### config.mk
export PLATFORM = sky130hd
export DESIGN_NAME = apb_ss_top
export DESIGN_NICKNAME = d
export VERILOG_FILES = /design/src/logic/apb_ss_pkg.sv /design/src/logic/ahb2apb_bridge.sv /design/src/logic/apb_ss_top.sv /design/src/logic/gpio_apb.sv /design/src/logic/ttc_apb.sv
export VERILOG_INCLUDE_DIRS = /design/src /design/src/logic
export SDC_FILE = /design/constraint.sdc
export NUM_CORES = 1
export LEC_CHECK = 0
export ABC_CLOCK_PERIOD_IN_PS = 4450
export BUFFER_PORTS_ARGS = -buffer_cell sky130_fd_sc_hd__buf_2
export CAP_MARGIN = 25
export CORE_MARGIN = 2
export CORE_UTILIZATION = 40
export DETAILED_ROUTE_END_ITERATION = 10
export HOLD_SLACK_MARGIN = 0.1
export PLACE_DENSITY = 0.7
export SYNTH_ARGS = -nofsm -noshare
export SYNTH_HDL_FRONTEND = slang
export SYNTH_SLANG_ARGS = --single-unit
### constraint.sdc
create_clock -name i_tb_hclk5 -period 4.45 [get_ports i_tb_hclk5]
set_clock_uncertainty 0.15 [all_clocks]
set_input_delay 0.89 -clock i_tb_hclk5 [delete_from_list [all_inputs] [get_ports i_tb_hclk5]]
set_output_delay 0.89 -clock i_tb_hclk5 [all_outputs]
set_load 0.05 [all_outputs]
### src/logic/apb_ss_cfg.svh
`ifndef APB_SS_CFG_SVH
`define APB_SS_CFG_SVH
`default_nettype none

// Bus widths
`define APB_SS_ADDR_W      32
`define APB_SS_DATA_W      32
`define APB_SS_OFFS_W      8          // Offset bits inside one 256 byte window
`define APB_SS_GPIO_W      16

// Peripheral windows, address bits above bit 7 pick the window
`define APB_SS_GPIO_BASE   32'h0000_0000
`define APB_SS_TTC_BASE    32'h0000_0100

// GPIO register offsets
`define APB_SS_GPIO_DOUT   8'h00
`define APB_SS_GPIO_OE     8'h04
`define APB_SS_GPIO_DIN    8'h08      // Read only
`define APB_SS_GPIO_IEN    8'h0C
`define APB_SS_GPIO_ISTAT  8'h10      // Write one to clear

// Timer register offsets
`define APB_SS_TTC_LOAD    8'h00
`define APB_SS_TTC_CTRL    8'h04      // Bit 0 enable, bit 1 periodic
`define APB_SS_TTC_COUNT   8'h08      // Read only
`define APB_SS_TTC_STAT    8'h0C      // Write one to clear
`define APB_SS_TTC_DIV     8          // Clock cycles per timer tick

`default_nettype wire
`endif

### src/logic/apb_ss_pkg.sv
`include "apb_ss_cfg.svh"
`default_nettype none

package apb_ss_pkg;

  // ====================================================================
  // AHB-Lite encodings
  // ====================================================================
  typedef enum logic [1:0] {
    IDLE   = 2'b00,
    BUSY   = 2'b01,
    NONSEQ = 2'b10,                    // First beat of a transfer
    SEQ    = 2'b11
  } htrans_e;

  typedef enum logic [2:0] {
    BYTE = 3'b000,
    HALF = 3'b001,
    WORD = 3'b010                      // Only size the bridge accepts
  } hsize_e;

  typedef enum logic {
    OKAY  = 1'b0,
    ERROR = 1'b1
  } hresp_e;

  // Bridge FSM
  typedef enum logic [2:0] {
    ST_IDLE   = 3'd0,                  // HREADY high, waiting for a transfer
    ST_SETUP  = 3'd1,                  // APB select phase
    ST_ACCESS = 3'd2,                  // APB enable phase
    ST_ERR1   = 3'd3,                  // ERROR with HREADY low
    ST_ERR2   = 3'd4                   // ERROR with HREADY high
  } bridge_state_e;

  // ====================================================================
  // Grouped bus signals
  // ====================================================================
  typedef struct packed {
    htrans_e                   htrans;
    hsize_e                    hsize;
    logic                      hwrite;
    logic [`APB_SS_ADDR_W-1:0] haddr;
    logic                      hsel;
  } ahb_req_t;

  // Shared by both peripherals, select travels apart
  typedef struct packed {
    logic [`APB_SS_OFFS_W-1:0] paddr;  // Offset inside the window
    logic                      pwrite;
    logic [`APB_SS_DATA_W-1:0] pwdata;
    logic                      penable;
  } apb_req_t;

endpackage

`default_nettype wire

### src/logic/ahb2apb_bridge.sv
`include "apb_ss_cfg.svh"
`default_nettype none

module ahb2apb_bridge (
  input  wire logic                      i_tb_hclk5,
  input  wire logic                      i_hresetn5,
  input  wire apb_ss_pkg::ahb_req_t      i_ahb,
  input  wire logic [`APB_SS_DATA_W-1:0] i_hwdata,
  input  wire logic [`APB_SS_DATA_W-1:0] i_gpio_prdata,
  input  wire logic [`APB_SS_DATA_W-1:0] i_ttc_prdata,
  output logic      [`APB_SS_DATA_W-1:0] o_hrdata,
  output logic                           o_hready,
  output apb_ss_pkg::hresp_e             o_hresp,
  output apb_ss_pkg::apb_req_t           o_apb,
  output logic                           o_gpio_psel,
  output logic                           o_ttc_psel
);

  localparam int addr_w = `APB_SS_ADDR_W;
  localparam int data_w = `APB_SS_DATA_W;
  localparam int offs_w = `APB_SS_OFFS_W;

  localparam logic [addr_w-1:0] gpio_base = `APB_SS_GPIO_BASE;
  localparam logic [addr_w-1:0] ttc_base  = `APB_SS_TTC_BASE;

  apb_ss_pkg::bridge_state_e state_q;
  apb_ss_pkg::bridge_state_e state_d;

  logic              accept;       // Address phase taken this edge
  logic              hit_gpio;
  logic              hit_ttc;
  logic              size_ok;
  logic              good;         // Mapped and word sized

  logic [offs_w-1:0] addr_q;
  logic              write_q;
  logic              sel_gpio_q;
  logic              sel_ttc_q;
  logic [data_w-1:0] wdata_q;
  logic [data_w-1:0] rdata_q;

  // ====================================================================
  // Address phase decode
  // ====================================================================
  assign accept   = i_ahb.hsel && o_hready &&
                    (i_ahb.htrans == apb_ss_pkg::NONSEQ ||
                     i_ahb.htrans == apb_ss_pkg::SEQ);
  assign hit_gpio = i_ahb.haddr[addr_w-1:offs_w] == gpio_base[addr_w-1:offs_w];
  assign hit_ttc  = i_ahb.haddr[addr_w-1:offs_w] == ttc_base[addr_w-1:offs_w];
  assign size_ok  = i_ahb.hsize == apb_ss_pkg::WORD;
  assign good     = (hit_gpio || hit_ttc) && size_ok;

  // Peripheral picked for the data phase
  always_ff @(posedge i_tb_hclk5) begin
    if (!i_hresetn5) begin
      sel_gpio_q <= 1'b0;
      sel_ttc_q  <= 1'b0;
    end else if (accept) begin
      sel_gpio_q <= hit_gpio && size_ok;
      sel_ttc_q  <= hit_ttc && size_ok;
    end
  end

  // Offset and direction of the transfer in the data phase
  always_ff @(posedge i_tb_hclk5) begin
    if (accept) begin
      addr_q  <= i_ahb.haddr[offs_w-1:0];
      write_q <= i_ahb.hwrite;
    end
  end

  // ====================================================================
  // FSM
  // ====================================================================
  always_comb begin
    state_d = state_q;
    case (state_q)
      apb_ss_pkg::ST_IDLE,
      apb_ss_pkg::ST_ERR2: begin                  // HREADY high in both
        if (accept) begin
          state_d = good ? apb_ss_pkg::ST_SETUP : apb_ss_pkg::ST_ERR1;
        end else begin
          state_d = apb_ss_pkg::ST_IDLE;
        end
      end
      apb_ss_pkg::ST_SETUP:  state_d = apb_ss_pkg::ST_ACCESS;
      apb_ss_pkg::ST_ACCESS: state_d = apb_ss_pkg::ST_IDLE;
      apb_ss_pkg::ST_ERR1:   state_d = apb_ss_pkg::ST_ERR2;
      default:               state_d = apb_ss_pkg::ST_IDLE;
    endcase
  end

  always_ff @(posedge i_tb_hclk5) begin
    if (!i_hresetn5) begin
      state_q <= apb_ss_pkg::ST_IDLE;
    end else begin
      state_q <= state_d;
    end
  end

  // Write data held by the master, sampled in the first data cycle
  always_ff @(posedge i_tb_hclk5) begin
    if (state_q == apb_ss_pkg::ST_SETUP) begin
      wdata_q <= i_hwdata;
    end
  end

  // Read return, muxed by the registered select at end of ACCESS
  always_ff @(posedge i_tb_hclk5) begin
    if (state_q == apb_ss_pkg::ST_ACCESS && !write_q) begin
      if (sel_gpio_q) begin
        rdata_q <= i_gpio_prdata;
      end else if (sel_ttc_q) begin
        rdata_q <= i_ttc_prdata;
      end else begin
        rdata_q <= '0;
      end
    end
  end

  // ====================================================================
  // Outputs
  // ====================================================================
  always_comb begin
    o_apb.paddr   = addr_q;
    o_apb.pwrite  = write_q;
    o_apb.pwdata  = wdata_q;
    o_apb.penable = state_q == apb_ss_pkg::ST_ACCESS;  // Second APB cycle
  end

  assign o_gpio_psel = sel_gpio_q && (state_q == apb_ss_pkg::ST_SETUP ||
                                      state_q == apb_ss_pkg::ST_ACCESS);
  assign o_ttc_psel  = sel_ttc_q && (state_q == apb_ss_pkg::ST_SETUP ||
                                     state_q == apb_ss_pkg::ST_ACCESS);

  assign o_hready = state_q == apb_ss_pkg::ST_IDLE || state_q == apb_ss_pkg::ST_ERR2;
  assign o_hresp  = (state_q == apb_ss_pkg::ST_ERR1 || state_q == apb_ss_pkg::ST_ERR2) ?
                    apb_ss_pkg::ERROR : apb_ss_pkg::OKAY;
  assign o_hrdata = rdata_q;

endmodule

`default_nettype wire

### src/logic/apb_ss_top.sv
`include "apb_ss_cfg.svh"
`default_nettype none

module apb_ss_top (
  input  wire logic                      i_tb_hclk5,
  input  wire logic                      i_hresetn5,
  input  wire apb_ss_pkg::ahb_req_t      i_ahb,
  input  wire logic [`APB_SS_DATA_W-1:0] i_hwdata,
  input  wire logic [`APB_SS_GPIO_W-1:0] i_gpio_in,
  output logic      [`APB_SS_DATA_W-1:0] o_hrdata,
  output logic                           o_hready,
  output apb_ss_pkg::hresp_e             o_hresp,
  output logic      [`APB_SS_GPIO_W-1:0] o_gpio_out,
  output logic      [`APB_SS_GPIO_W-1:0] o_gpio_oe,
  output logic                           o_gpio_irq,
  output logic                           o_ttc_irq
);

  // ====================================================================
  // APB side wires
  // ====================================================================
  apb_ss_pkg::apb_req_t        apb;           // Shared request to both slaves
  logic                        gpio_psel;
  logic                        ttc_psel;
  logic [`APB_SS_DATA_W-1:0]   gpio_prdata;
  logic [`APB_SS_DATA_W-1:0]   ttc_prdata;

  ahb2apb_bridge u_bridge (
    .i_tb_hclk5    (i_tb_hclk5),
    .i_hresetn5    (i_hresetn5),
    .i_ahb         (i_ahb),
    .i_hwdata      (i_hwdata),
    .i_gpio_prdata (gpio_prdata),
    .i_ttc_prdata  (ttc_prdata),
    .o_hrdata      (o_hrdata),
    .o_hready      (o_hready),
    .o_hresp       (o_hresp),
    .o_apb         (apb),
    .o_gpio_psel   (gpio_psel),
    .o_ttc_psel    (ttc_psel)
  );

  gpio_apb u_gpio (
    .i_tb_hclk5 (i_tb_hclk5),
    .i_hresetn5 (i_hresetn5),
    .i_apb      (apb),
    .i_psel     (gpio_psel),
    .i_gpio_in  (i_gpio_in),               // Raw pins, synchronized inside
    .o_prdata   (gpio_prdata),
    .o_gpio_out (o_gpio_out),
    .o_gpio_oe  (o_gpio_oe),
    .o_gpio_irq (o_gpio_irq)
  );

  ttc_apb u_ttc (
    .i_tb_hclk5 (i_tb_hclk5),
    .i_hresetn5 (i_hresetn5),
    .i_apb      (apb),
    .i_psel     (ttc_psel),
    .o_prdata   (ttc_prdata),
    .o_ttc_irq  (o_ttc_irq)
  );

endmodule

`default_nettype wire

### src/logic/gpio_apb.sv
`include "apb_ss_cfg.svh"
`default_nettype none

module gpio_apb (
  input  wire logic                      i_tb_hclk5,
  input  wire logic                      i_hresetn5,
  input  wire apb_ss_pkg::apb_req_t      i_apb,
  input  wire logic                      i_psel,
  input  wire logic [`APB_SS_GPIO_W-1:0] i_gpio_in,
  output logic      [`APB_SS_DATA_W-1:0] o_prdata,
  output logic      [`APB_SS_GPIO_W-1:0] o_gpio_out,
  output logic      [`APB_SS_GPIO_W-1:0] o_gpio_oe,
  output logic                           o_gpio_irq
);

  localparam int gpio_w = `APB_SS_GPIO_W;

  logic [gpio_w-1:0] dout_q;
  logic [gpio_w-1:0] oe_q;
  logic [gpio_w-1:0] ien_q;
  logic [gpio_w-1:0] istat_q;
  logic [gpio_w-1:0] sync1_q;      // First metastability flop
  logic [gpio_w-1:0] sync2_q;      // Seen as DIN
  logic [gpio_w-1:0] prev_q;       // Last synchronized value
  logic [gpio_w-1:0] rise;
  logic [gpio_w-1:0] clr;
  logic              wr_en;

  // Writes land in the enable phase only
  assign wr_en = i_psel && i_apb.penable && i_apb.pwrite;
  assign rise  = sync2_q & ~prev_q;
  assign clr   = (wr_en && i_apb.paddr == `APB_SS_GPIO_ISTAT) ?
                 i_apb.pwdata[gpio_w-1:0] : '0;

  always_ff @(posedge i_tb_hclk5) begin
    if (!i_hresetn5) begin
      dout_q  <= '0;
      oe_q    <= '0;
      ien_q   <= '0;
      istat_q <= '0;
      sync1_q <= '0;
      sync2_q <= '0;
      prev_q  <= '0;
    end else begin
      sync1_q <= i_gpio_in;
      sync2_q <= sync1_q;
      prev_q  <= sync2_q;
      istat_q <= (istat_q & ~clr) | rise;         // A new edge beats the clear
      if (wr_en) begin
        case (i_apb.paddr)
          `APB_SS_GPIO_DOUT: dout_q <= i_apb.pwdata[gpio_w-1:0];
          `APB_SS_GPIO_OE:   oe_q   <= i_apb.pwdata[gpio_w-1:0];
          `APB_SS_GPIO_IEN:  ien_q  <= i_apb.pwdata[gpio_w-1:0];
          default: ;                              // DIN, ISTAT and holes
        endcase
      end
    end
  end

  // Read mux, holes read zero
  always_comb begin
    o_prdata = '0;
    case (i_apb.paddr)
      `APB_SS_GPIO_DOUT:  o_prdata[gpio_w-1:0] = dout_q;
      `APB_SS_GPIO_OE:    o_prdata[gpio_w-1:0] = oe_q;
      `APB_SS_GPIO_DIN:   o_prdata[gpio_w-1:0] = sync2_q;
      `APB_SS_GPIO_IEN:   o_prdata[gpio_w-1:0] = ien_q;
      `APB_SS_GPIO_ISTAT: o_prdata[gpio_w-1:0] = istat_q;
      default: ;
    endcase
  end

  assign o_gpio_out = dout_q;
  assign o_gpio_oe  = oe_q;
  assign o_gpio_irq = |(istat_q & ien_q);        // Masked level

endmodule

`default_nettype wire

### src/logic/ttc_apb.sv
`include "apb_ss_cfg.svh"
`default_nettype none

module ttc_apb (
  input  wire logic                      i_tb_hclk5,
  input  wire logic                      i_hresetn5,
  input  wire apb_ss_pkg::apb_req_t      i_apb,
  input  wire logic                      i_psel,
  output logic      [`APB_SS_DATA_W-1:0] o_prdata,
  output logic                           o_ttc_irq
);

  localparam int data_w = `APB_SS_DATA_W;
  localparam int div_w  = (`APB_SS_TTC_DIV > 1) ? $clog2(`APB_SS_TTC_DIV) : 1;

  logic [data_w-1:0] load_q;
  logic [data_w-1:0] count_q;
  logic              en_q;         // CTRL bit 0
  logic              periodic_q;   // CTRL bit 1
  logic              stat_q;       // Sticky expiry flag
  logic [div_w-1:0]  div_cnt_q;
  logic              tick;
  logic              expire;
  logic              wr_en;
  logic              stat_clr;

  assign wr_en    = i_psel && i_apb.penable && i_apb.pwrite;
  assign tick     = en_q && (div_cnt_q == div_w'(`APB_SS_TTC_DIV - 1));
  assign expire   = tick && (count_q <= data_w'(1));     // Count reaches zero
  assign stat_clr = wr_en && i_apb.paddr == `APB_SS_TTC_STAT && i_apb.pwdata[0];

  // ====================================================================
  // Prescaler and counter
  // ====================================================================
  always_ff @(posedge i_tb_hclk5) begin
    if (!i_hresetn5) begin
      load_q     <= '0;
      count_q    <= '0;
      en_q       <= 1'b0;
      periodic_q <= 1'b0;
      stat_q     <= 1'b0;
      div_cnt_q  <= '0;
    end else begin
      // Held at zero while stopped
      if (!en_q || tick) begin
        div_cnt_q <= '0;
      end else begin
        div_cnt_q <= div_cnt_q + div_w'(1);
      end

      if (expire) begin
        if (periodic_q) begin
          count_q <= load_q;
        end else begin
          count_q <= '0;
          en_q    <= 1'b0;                        // One-shot stops itself
        end
      end else if (tick) begin
        count_q <= count_q - data_w'(1);
      end

      stat_q <= (stat_q && !stat_clr) || expire;  // Expiry wins over clear

      // Bus writes override the counter update
      if (wr_en) begin
        case (i_apb.paddr)
          `APB_SS_TTC_LOAD: begin
            load_q  <= i_apb.pwdata;
            count_q <= i_apb.pwdata;
          end
          `APB_SS_TTC_CTRL: begin
            en_q       <= i_apb.pwdata[0];
            periodic_q <= i_apb.pwdata[1];
          end
          default: ;
        endcase
      end
    end
  end

  // Read mux
  always_comb begin
    o_prdata = '0;
    case (i_apb.paddr)
      `APB_SS_TTC_LOAD:  o_prdata      = load_q;
      `APB_SS_TTC_CTRL:  o_prdata[1:0] = {periodic_q, en_q};
      `APB_SS_TTC_COUNT: o_prdata      = count_q;
      `APB_SS_TTC_STAT:  o_prdata[0]   = stat_q;
      default: ;                                  // Holes read zero
    endcase
  end

  assign o_ttc_irq = stat_q;

endmodule

`default_nettype wire

* After elaboration in Yosys (flattened, before gate mapping)
Index checks and enable logic that the tools add are counted.
Storage, ports and cells: input bits 89, bits in registers 260, output and inout bits 68, logic and storage cells 105
Cells by class: $add $sub $neg 2, mux-type cells 20, reductions and logical operators 40, $lt $le $gt $ge 1, bitwise gates (word level) 8, equal/unequal tests 13
Operators with widths (number):
- $mux W32 | 5
- $pmux W16 S5 | 1
- $pmux W30 S2 | 1
- $and A16 B16 Y16 | 3
- $mux W16 | 3
- $le A32 B1 Y1 const B | 1
- $not A16 Y16 | 2
- $sub A32 B1 Y32 const B | 1
- $eq A24 B1 Y1 const B | 1
- $logic_not A24 Y1 | 1
- $logic_and A1 B1 Y1 | 18
- $eq A8 B4 Y1 const B | 2
- $or A16 B16 Y16 | 1
- $reduce_or A16 Y1 | 1
- $reduce_and A2 Y1 | 5
- $eq A3 B2 Y1 const B | 3
- $pmux W3 S3 | 1
- $eq A8 B3 Y1 const B | 1
- $eq A8 B5 Y1 const B | 1
- $logic_not A8 Y1 | 1
- $logic_or A1 B1 Y1 | 7
- $eq A3 B3 Y1 const B | 2
- $reduce_or A2 Y1 | 3
- $mux W1 | 5
- other kinds (10) | 14

* Longest topological paths before layout
depth after elaboration 10, gate-level depth with buffers 9, depth with buffers taken out 7

* Hierarchy
Synthesis repeated with hierarchy kept, for this count alone.
Second synthesis, totals: cells, all modules 1114, area, all modules 11415.9 µm²
Modules (own cells, without submodules):
- gpio_apb | seq. area each 2242.2 µm², instances 1, area each 4889.7 µm², cells each 513
- ttc_apb | seq. area each 1401.3 µm², instances 1, area each 3691.0 µm², cells each 447
- ahb2apb_bridge | seq. area each 2292.2 µm², instances 1, area each 2835.2 µm², cells each 154

* Least setup slack after synthesis
Ideal clock, no wire load.
kind register to register, start reg u_bridge.state_q[1], end reg u_bridge.rdata_q[0], in the netlist u_bridge.o_hrdata[0] (enable), arrival time 3.756 ns, path buffers 0, clock period less this slack 4.419 ns, setup time 0.513 ns, required time 3.787 ns, slack 0.031 ns, cell stages (with the launch flop) 2, path through dfxtp_1 nor4b_1
On the way: word-level cells in the longest chain between the ends 2
Ends and longest elaborated chain:
- from (decl) | RTL line ahb2apb_bridge.sv:26 | apb_ss_pkg::bridge_state_e state_q;
- from (signal assigned) | RTL line ahb2apb_bridge.sv:95 | state_q <= apb_ss_pkg::ST_IDLE;
- from (signal assigned) | RTL line ahb2apb_bridge.sv:97 | state_q <= state_d;
- $eq A3 B2 Y1 | RTL line ahb2apb_bridge.sv:110 | if (state_q == apb_ss_pkg::ST_ACCESS && !write_q) begin
- $logic_and A1 B1 Y1 | RTL line ahb2apb_bridge.sv:110
- to (signal assigned) | RTL line ahb2apb_bridge.sv:112 | rdata_q <= i_gpio_prdata;
- to (signal assigned) | RTL line ahb2apb_bridge.sv:114 | rdata_q <= i_ttc_prdata;
- to (decl) | RTL line ahb2apb_bridge.sv:40 | logic [data_w-1:0] rdata_q;
No other way between the ends. A chain may end at the register's enable or synchronous reset.

* Worst setup path in the final report
start reg u_bridge.addr_q[3], end reg u_gpio.dout_q[9], in the netlist u_gpio.o_gpio_out[9]
On the way: word-level cells in the longest chain between the ends 2
Ends and longest elaborated chain:
- from (decl) | RTL line ahb2apb_bridge.sv:35 | logic [offs_w-1:0] addr_q;
- from (signal assigned) | RTL line ahb2apb_bridge.sv:67 | addr_q <= i_ahb.haddr[offs_w-1:0];
- $logic_not A8 Y1 | RTL line gpio_apb.sv:50 | case (i_apb.paddr)
- $reduce_and A2 Y1 (no source line)
- to (signal assigned) | RTL line gpio_apb.sv:51 | `APB_SS_GPIO_DOUT: dout_q <= i_apb.pwdata[gpio_w-1:0];
- to (decl) | RTL line gpio_apb.sv:18 | logic [gpio_w-1:0] dout_q;
No other way between the ends.

==> results.sh <==
export IMPL_stdcell_count=1499
export IMPL_synth_flop_cell="dfxtp_1"
export IMPL_clk_path_buf_depth=3
export IMPL_antennaDiodeCount=0
export IMPL_grt_pass1_vias=7719
export IMPL_synthCells=995
export IMPL_avgSynthCellArea_um2=10.9
export IMPL_worstPathArrival_ns=3.60
export IMPL_cts_tree="yes"
export IMPL_switching_power_mw=1.08
export IMPL_fp_coreArea_um2=26800
export IMPL_fin_area_um2=12900
export IMPL_wirelength_mm=28.1
export IMPL_final_cell_mix="dfxtp_1 (187), buf_2 (154), nand2_1 (125)"
export IMPL_synth_edf_count=73
export IMPL_placementRows=60
export IMPL_final_common_cell="dfxtp_1"
export IMPL_io_pins=157
export IMPL_maxSlewHeadroom=0.323
export IMPL_ant_nets=0
export IMPL_fillerInstances=2468
export IMPL_cp_required_ns=4.72
export IMPL_pwr_share_seq=0.494
export IMPL_swShare=0.213
export IMPL_track_usage=0.192
export IMPL_combPwrFrac=0.034
export IMPL_tns_ns=0
export IMPL_vdd_ir_drop_max_v=0.000301
export IMPL_pwr_share_clk=0.473
export IMPL_slew_violations=0
export IMPL_routedWlPerCell_um=18.7
export IMPL_synth_area_top_cells="dfxtp_1 (34%), edfxtp_1 (20%), a21boi_0 (5.5%), nand2_1 (4.3%), mux4_2 (3.3%)"
export IMPL_met1_length_mm=12.9
export IMPL_rsz0062_at_grt="false"
export IMPL_ys_warn_count=0
export IMPL_dr_wl_met2_mm=12.9
export IMPL_drt_iter0_drc=705
export IMPL_fmax_ghz=0.301
export IMPL_place_congestion=0.832
export IMPL_p_total_mw=5.08
export IMPL_firstDrtPassIters=5
export IMPL_hpwlAfterDp_mm=18.8
export IMPL_grt_overflow_total=0
export IMPL_fp_dieH_um=169
export IMPL_synth_seq_cells=260
export IMPL_outcome="complete, no violations"
export IMPL_clk_pin_slew_ns=0.06
export IMPL_port_buffers=155
export IMPL_place_area_um2=11900
export IMPL_cap_viol_max_count=0
export IMPL_hold_class="flip-flop to flip-flop"
export IMPL_layout_nets=1229
export IMPL_cts_root_buf="clkbuf_16"
export IMPL_cp_start_kind="flip-flop"
export IMPL_die_area_um2=28500
export IMPL_tightest_slew_ns=1.01
export IMPL_cts_hold_fix_buffers=0
export IMPL_start_util=0.405
export IMPL_crit_path_max_fanout=27
export IMPL_area_growth_pct=18.9
export IMPL_syn_num_nets=1088
export IMPL_insertion_delay_ns=0.54
export IMPL_grt_max_degree=65
export IMPL_p_leak_nw=4.97
export IMPL_drive_above_1_share=0.220
export IMPL_post_synth_top_area_fraction=0.345
export IMPL_p_int_mw=3.99
export IMPL_top_layer="met5"
export IMPL_grt_pass1_wl_mm=43.5
export IMPL_hold_violations=0
export IMPL_multi_input_area_um2=4640
export IMPL_synth_cell_types=60
export IMPL_yosys_area_top_type="dfxtp_1"
export IMPL_setup_slack_ns=1.12
export IMPL_fin_crit_sh=0.748
export IMPL_finalSetupViolations=0
export IMPL_cts_buffers=28
export IMPL_ys_seq_area_frac=0.546
export IMPL_antenna_found_initial=1
export IMPL_criticalPathCategory="flip-flop to flip-flop"
export IMPL_p_per_area_nw_per_um2=393
export IMPL_end_kind="flip-flop"
export IMPL_die_x_um=169
export IMPL_dp_cells=1446
export IMPL_synth_area_um2=10900
export IMPL_post_cts_buffers=0
export IMPL_fin_crit_ns=3.33
export IMPL_via_per_inst=5.43
export IMPL_drc=0
export IMPL_route_met3_wl_mm=1.69
export IMPL_regArea_um2=5940
export IMPL_clock_sinks=260
export IMPL_async_flop_share=0
export IMPL_htreeDepth=1
export IMPL_vias=8143
export IMPL_preCtsSetupSlack_ns=1.20
export IMPL_cts_resized=0
path summary, 6_finish.rpt:
check	start	to	slack [ns]	cells past startpoint
worst min register to register	u_gpio.sync1_q[13]	u_gpio.sync2_q[13]	0.27	1
worst min-delay path	u_gpio.sync1_q[13]	u_gpio.sync2_q[13]	0.27	1
worst max-delay path	u_bridge.addr_q[3]	u_gpio.o_gpio_out[9]	1.12	6
worst max register to register	u_bridge.addr_q[3]	u_gpio.o_gpio_out[9]	1.12	6
sequential cells by signal (all words and copies together), names as in the netlist:
signal               flops
u_bridge.o_hrdata       32
u_bridge.wdata_q        32
u_ttc.count_q           32
u_ttc.load_q            32
u_gpio.ien_q            16
u_gpio.istat_q          16
u_gpio.o_gpio_oe        16
u_gpio.o_gpio_out       16
u_gpio.prev_q           16
u_gpio.sync1_q          16
u_gpio.sync2_q          16
u_bridge.addr_q          8
u_bridge.state_q         3
u_ttc.div_cnt_q          3
u_bridge.sel_gpio_q      1
u_bridge.sel_ttc_q       1
u_bridge.write_q         1
u_ttc.en_q               1
u_ttc.o_ttc_irq          1
u_ttc.periodic_q         1
metrics by stage:
stage               hold WS, ns   util
CTS                       0.276  0.481
floorplan                 0.253      -
detailed placement        0.267  0.446
global placement          0.265  0.446
finish                    0.275  0.482
global route              0.291  0.482
routing by layer:
layer  global-route usage  up-vias
met4               0.0446        2
met5                    0        -
li1                     -     3918
met1                0.272     3914
met3               0.0295       47
met2                0.311      262
layout make-up:
cell class,instances,area share
Clock buffer,39,0.0623
Clock inverter,13,0.0122
Inverter,4,0.00116
Multi-Input combinational cell,666,0.359
Sequential cell,260,0.460
Tap cell,341,0.0330
Timing Repair Buffer,176,0.0728
logic make-up after synthesis:
family / count (synthesis) / share of synthesized area
AO/OA/AOI/OAI: 235 / 0.165
buffers and inverters: 69 / 0.0287
adder cells (fa/ha/maj): 4 / 0.00461
AND/OR/NAND/NOR: 362 / 0.180
XOR/XNOR: 30 / 0.0242
flip-flops: 260 / 0.546
multiplexers: 35 / 0.0507
worst max-delay path: stages (launching register included):
cell      delay (ns)
edfxtp_1        0.36
buf_4           0.27
nor4_1          0.46
and2_1          0.82
nand2_1         0.77
nand2_1         0.25
a21boi_0        0.10
synth_stat cells, types with 22 or more instances:
cell type / count
xnor2_1: 23
and2_1: 54
o2bb2ai_1: 28
edfxtp_1: 73
nand2_1: 125
nor2b_1: 37
a22oi_1: 46
clkbuf_1: 47
nor2_1: 29
a21boi_0: 80
dfxtp_1: 187
a21o_1: 22
power by group through the flow:
stage | registers [mW] | logic [mW] | clock network (mW)
6_report | 2.51 | 0.170 | 2.40
2_1_floorplan | 2.56 | 0.0899 | 0
4_1_cts | 2.51 | 0.173 | 2.44
5_1_grt | 2.51 | 0.185 | 2.54
3_3_place_gp | 2.56 | 0.171 | 0
3_5_place_dp | 2.56 | 0.173 | 0
No activity file was read; power rests on OpenSTA's default activity.
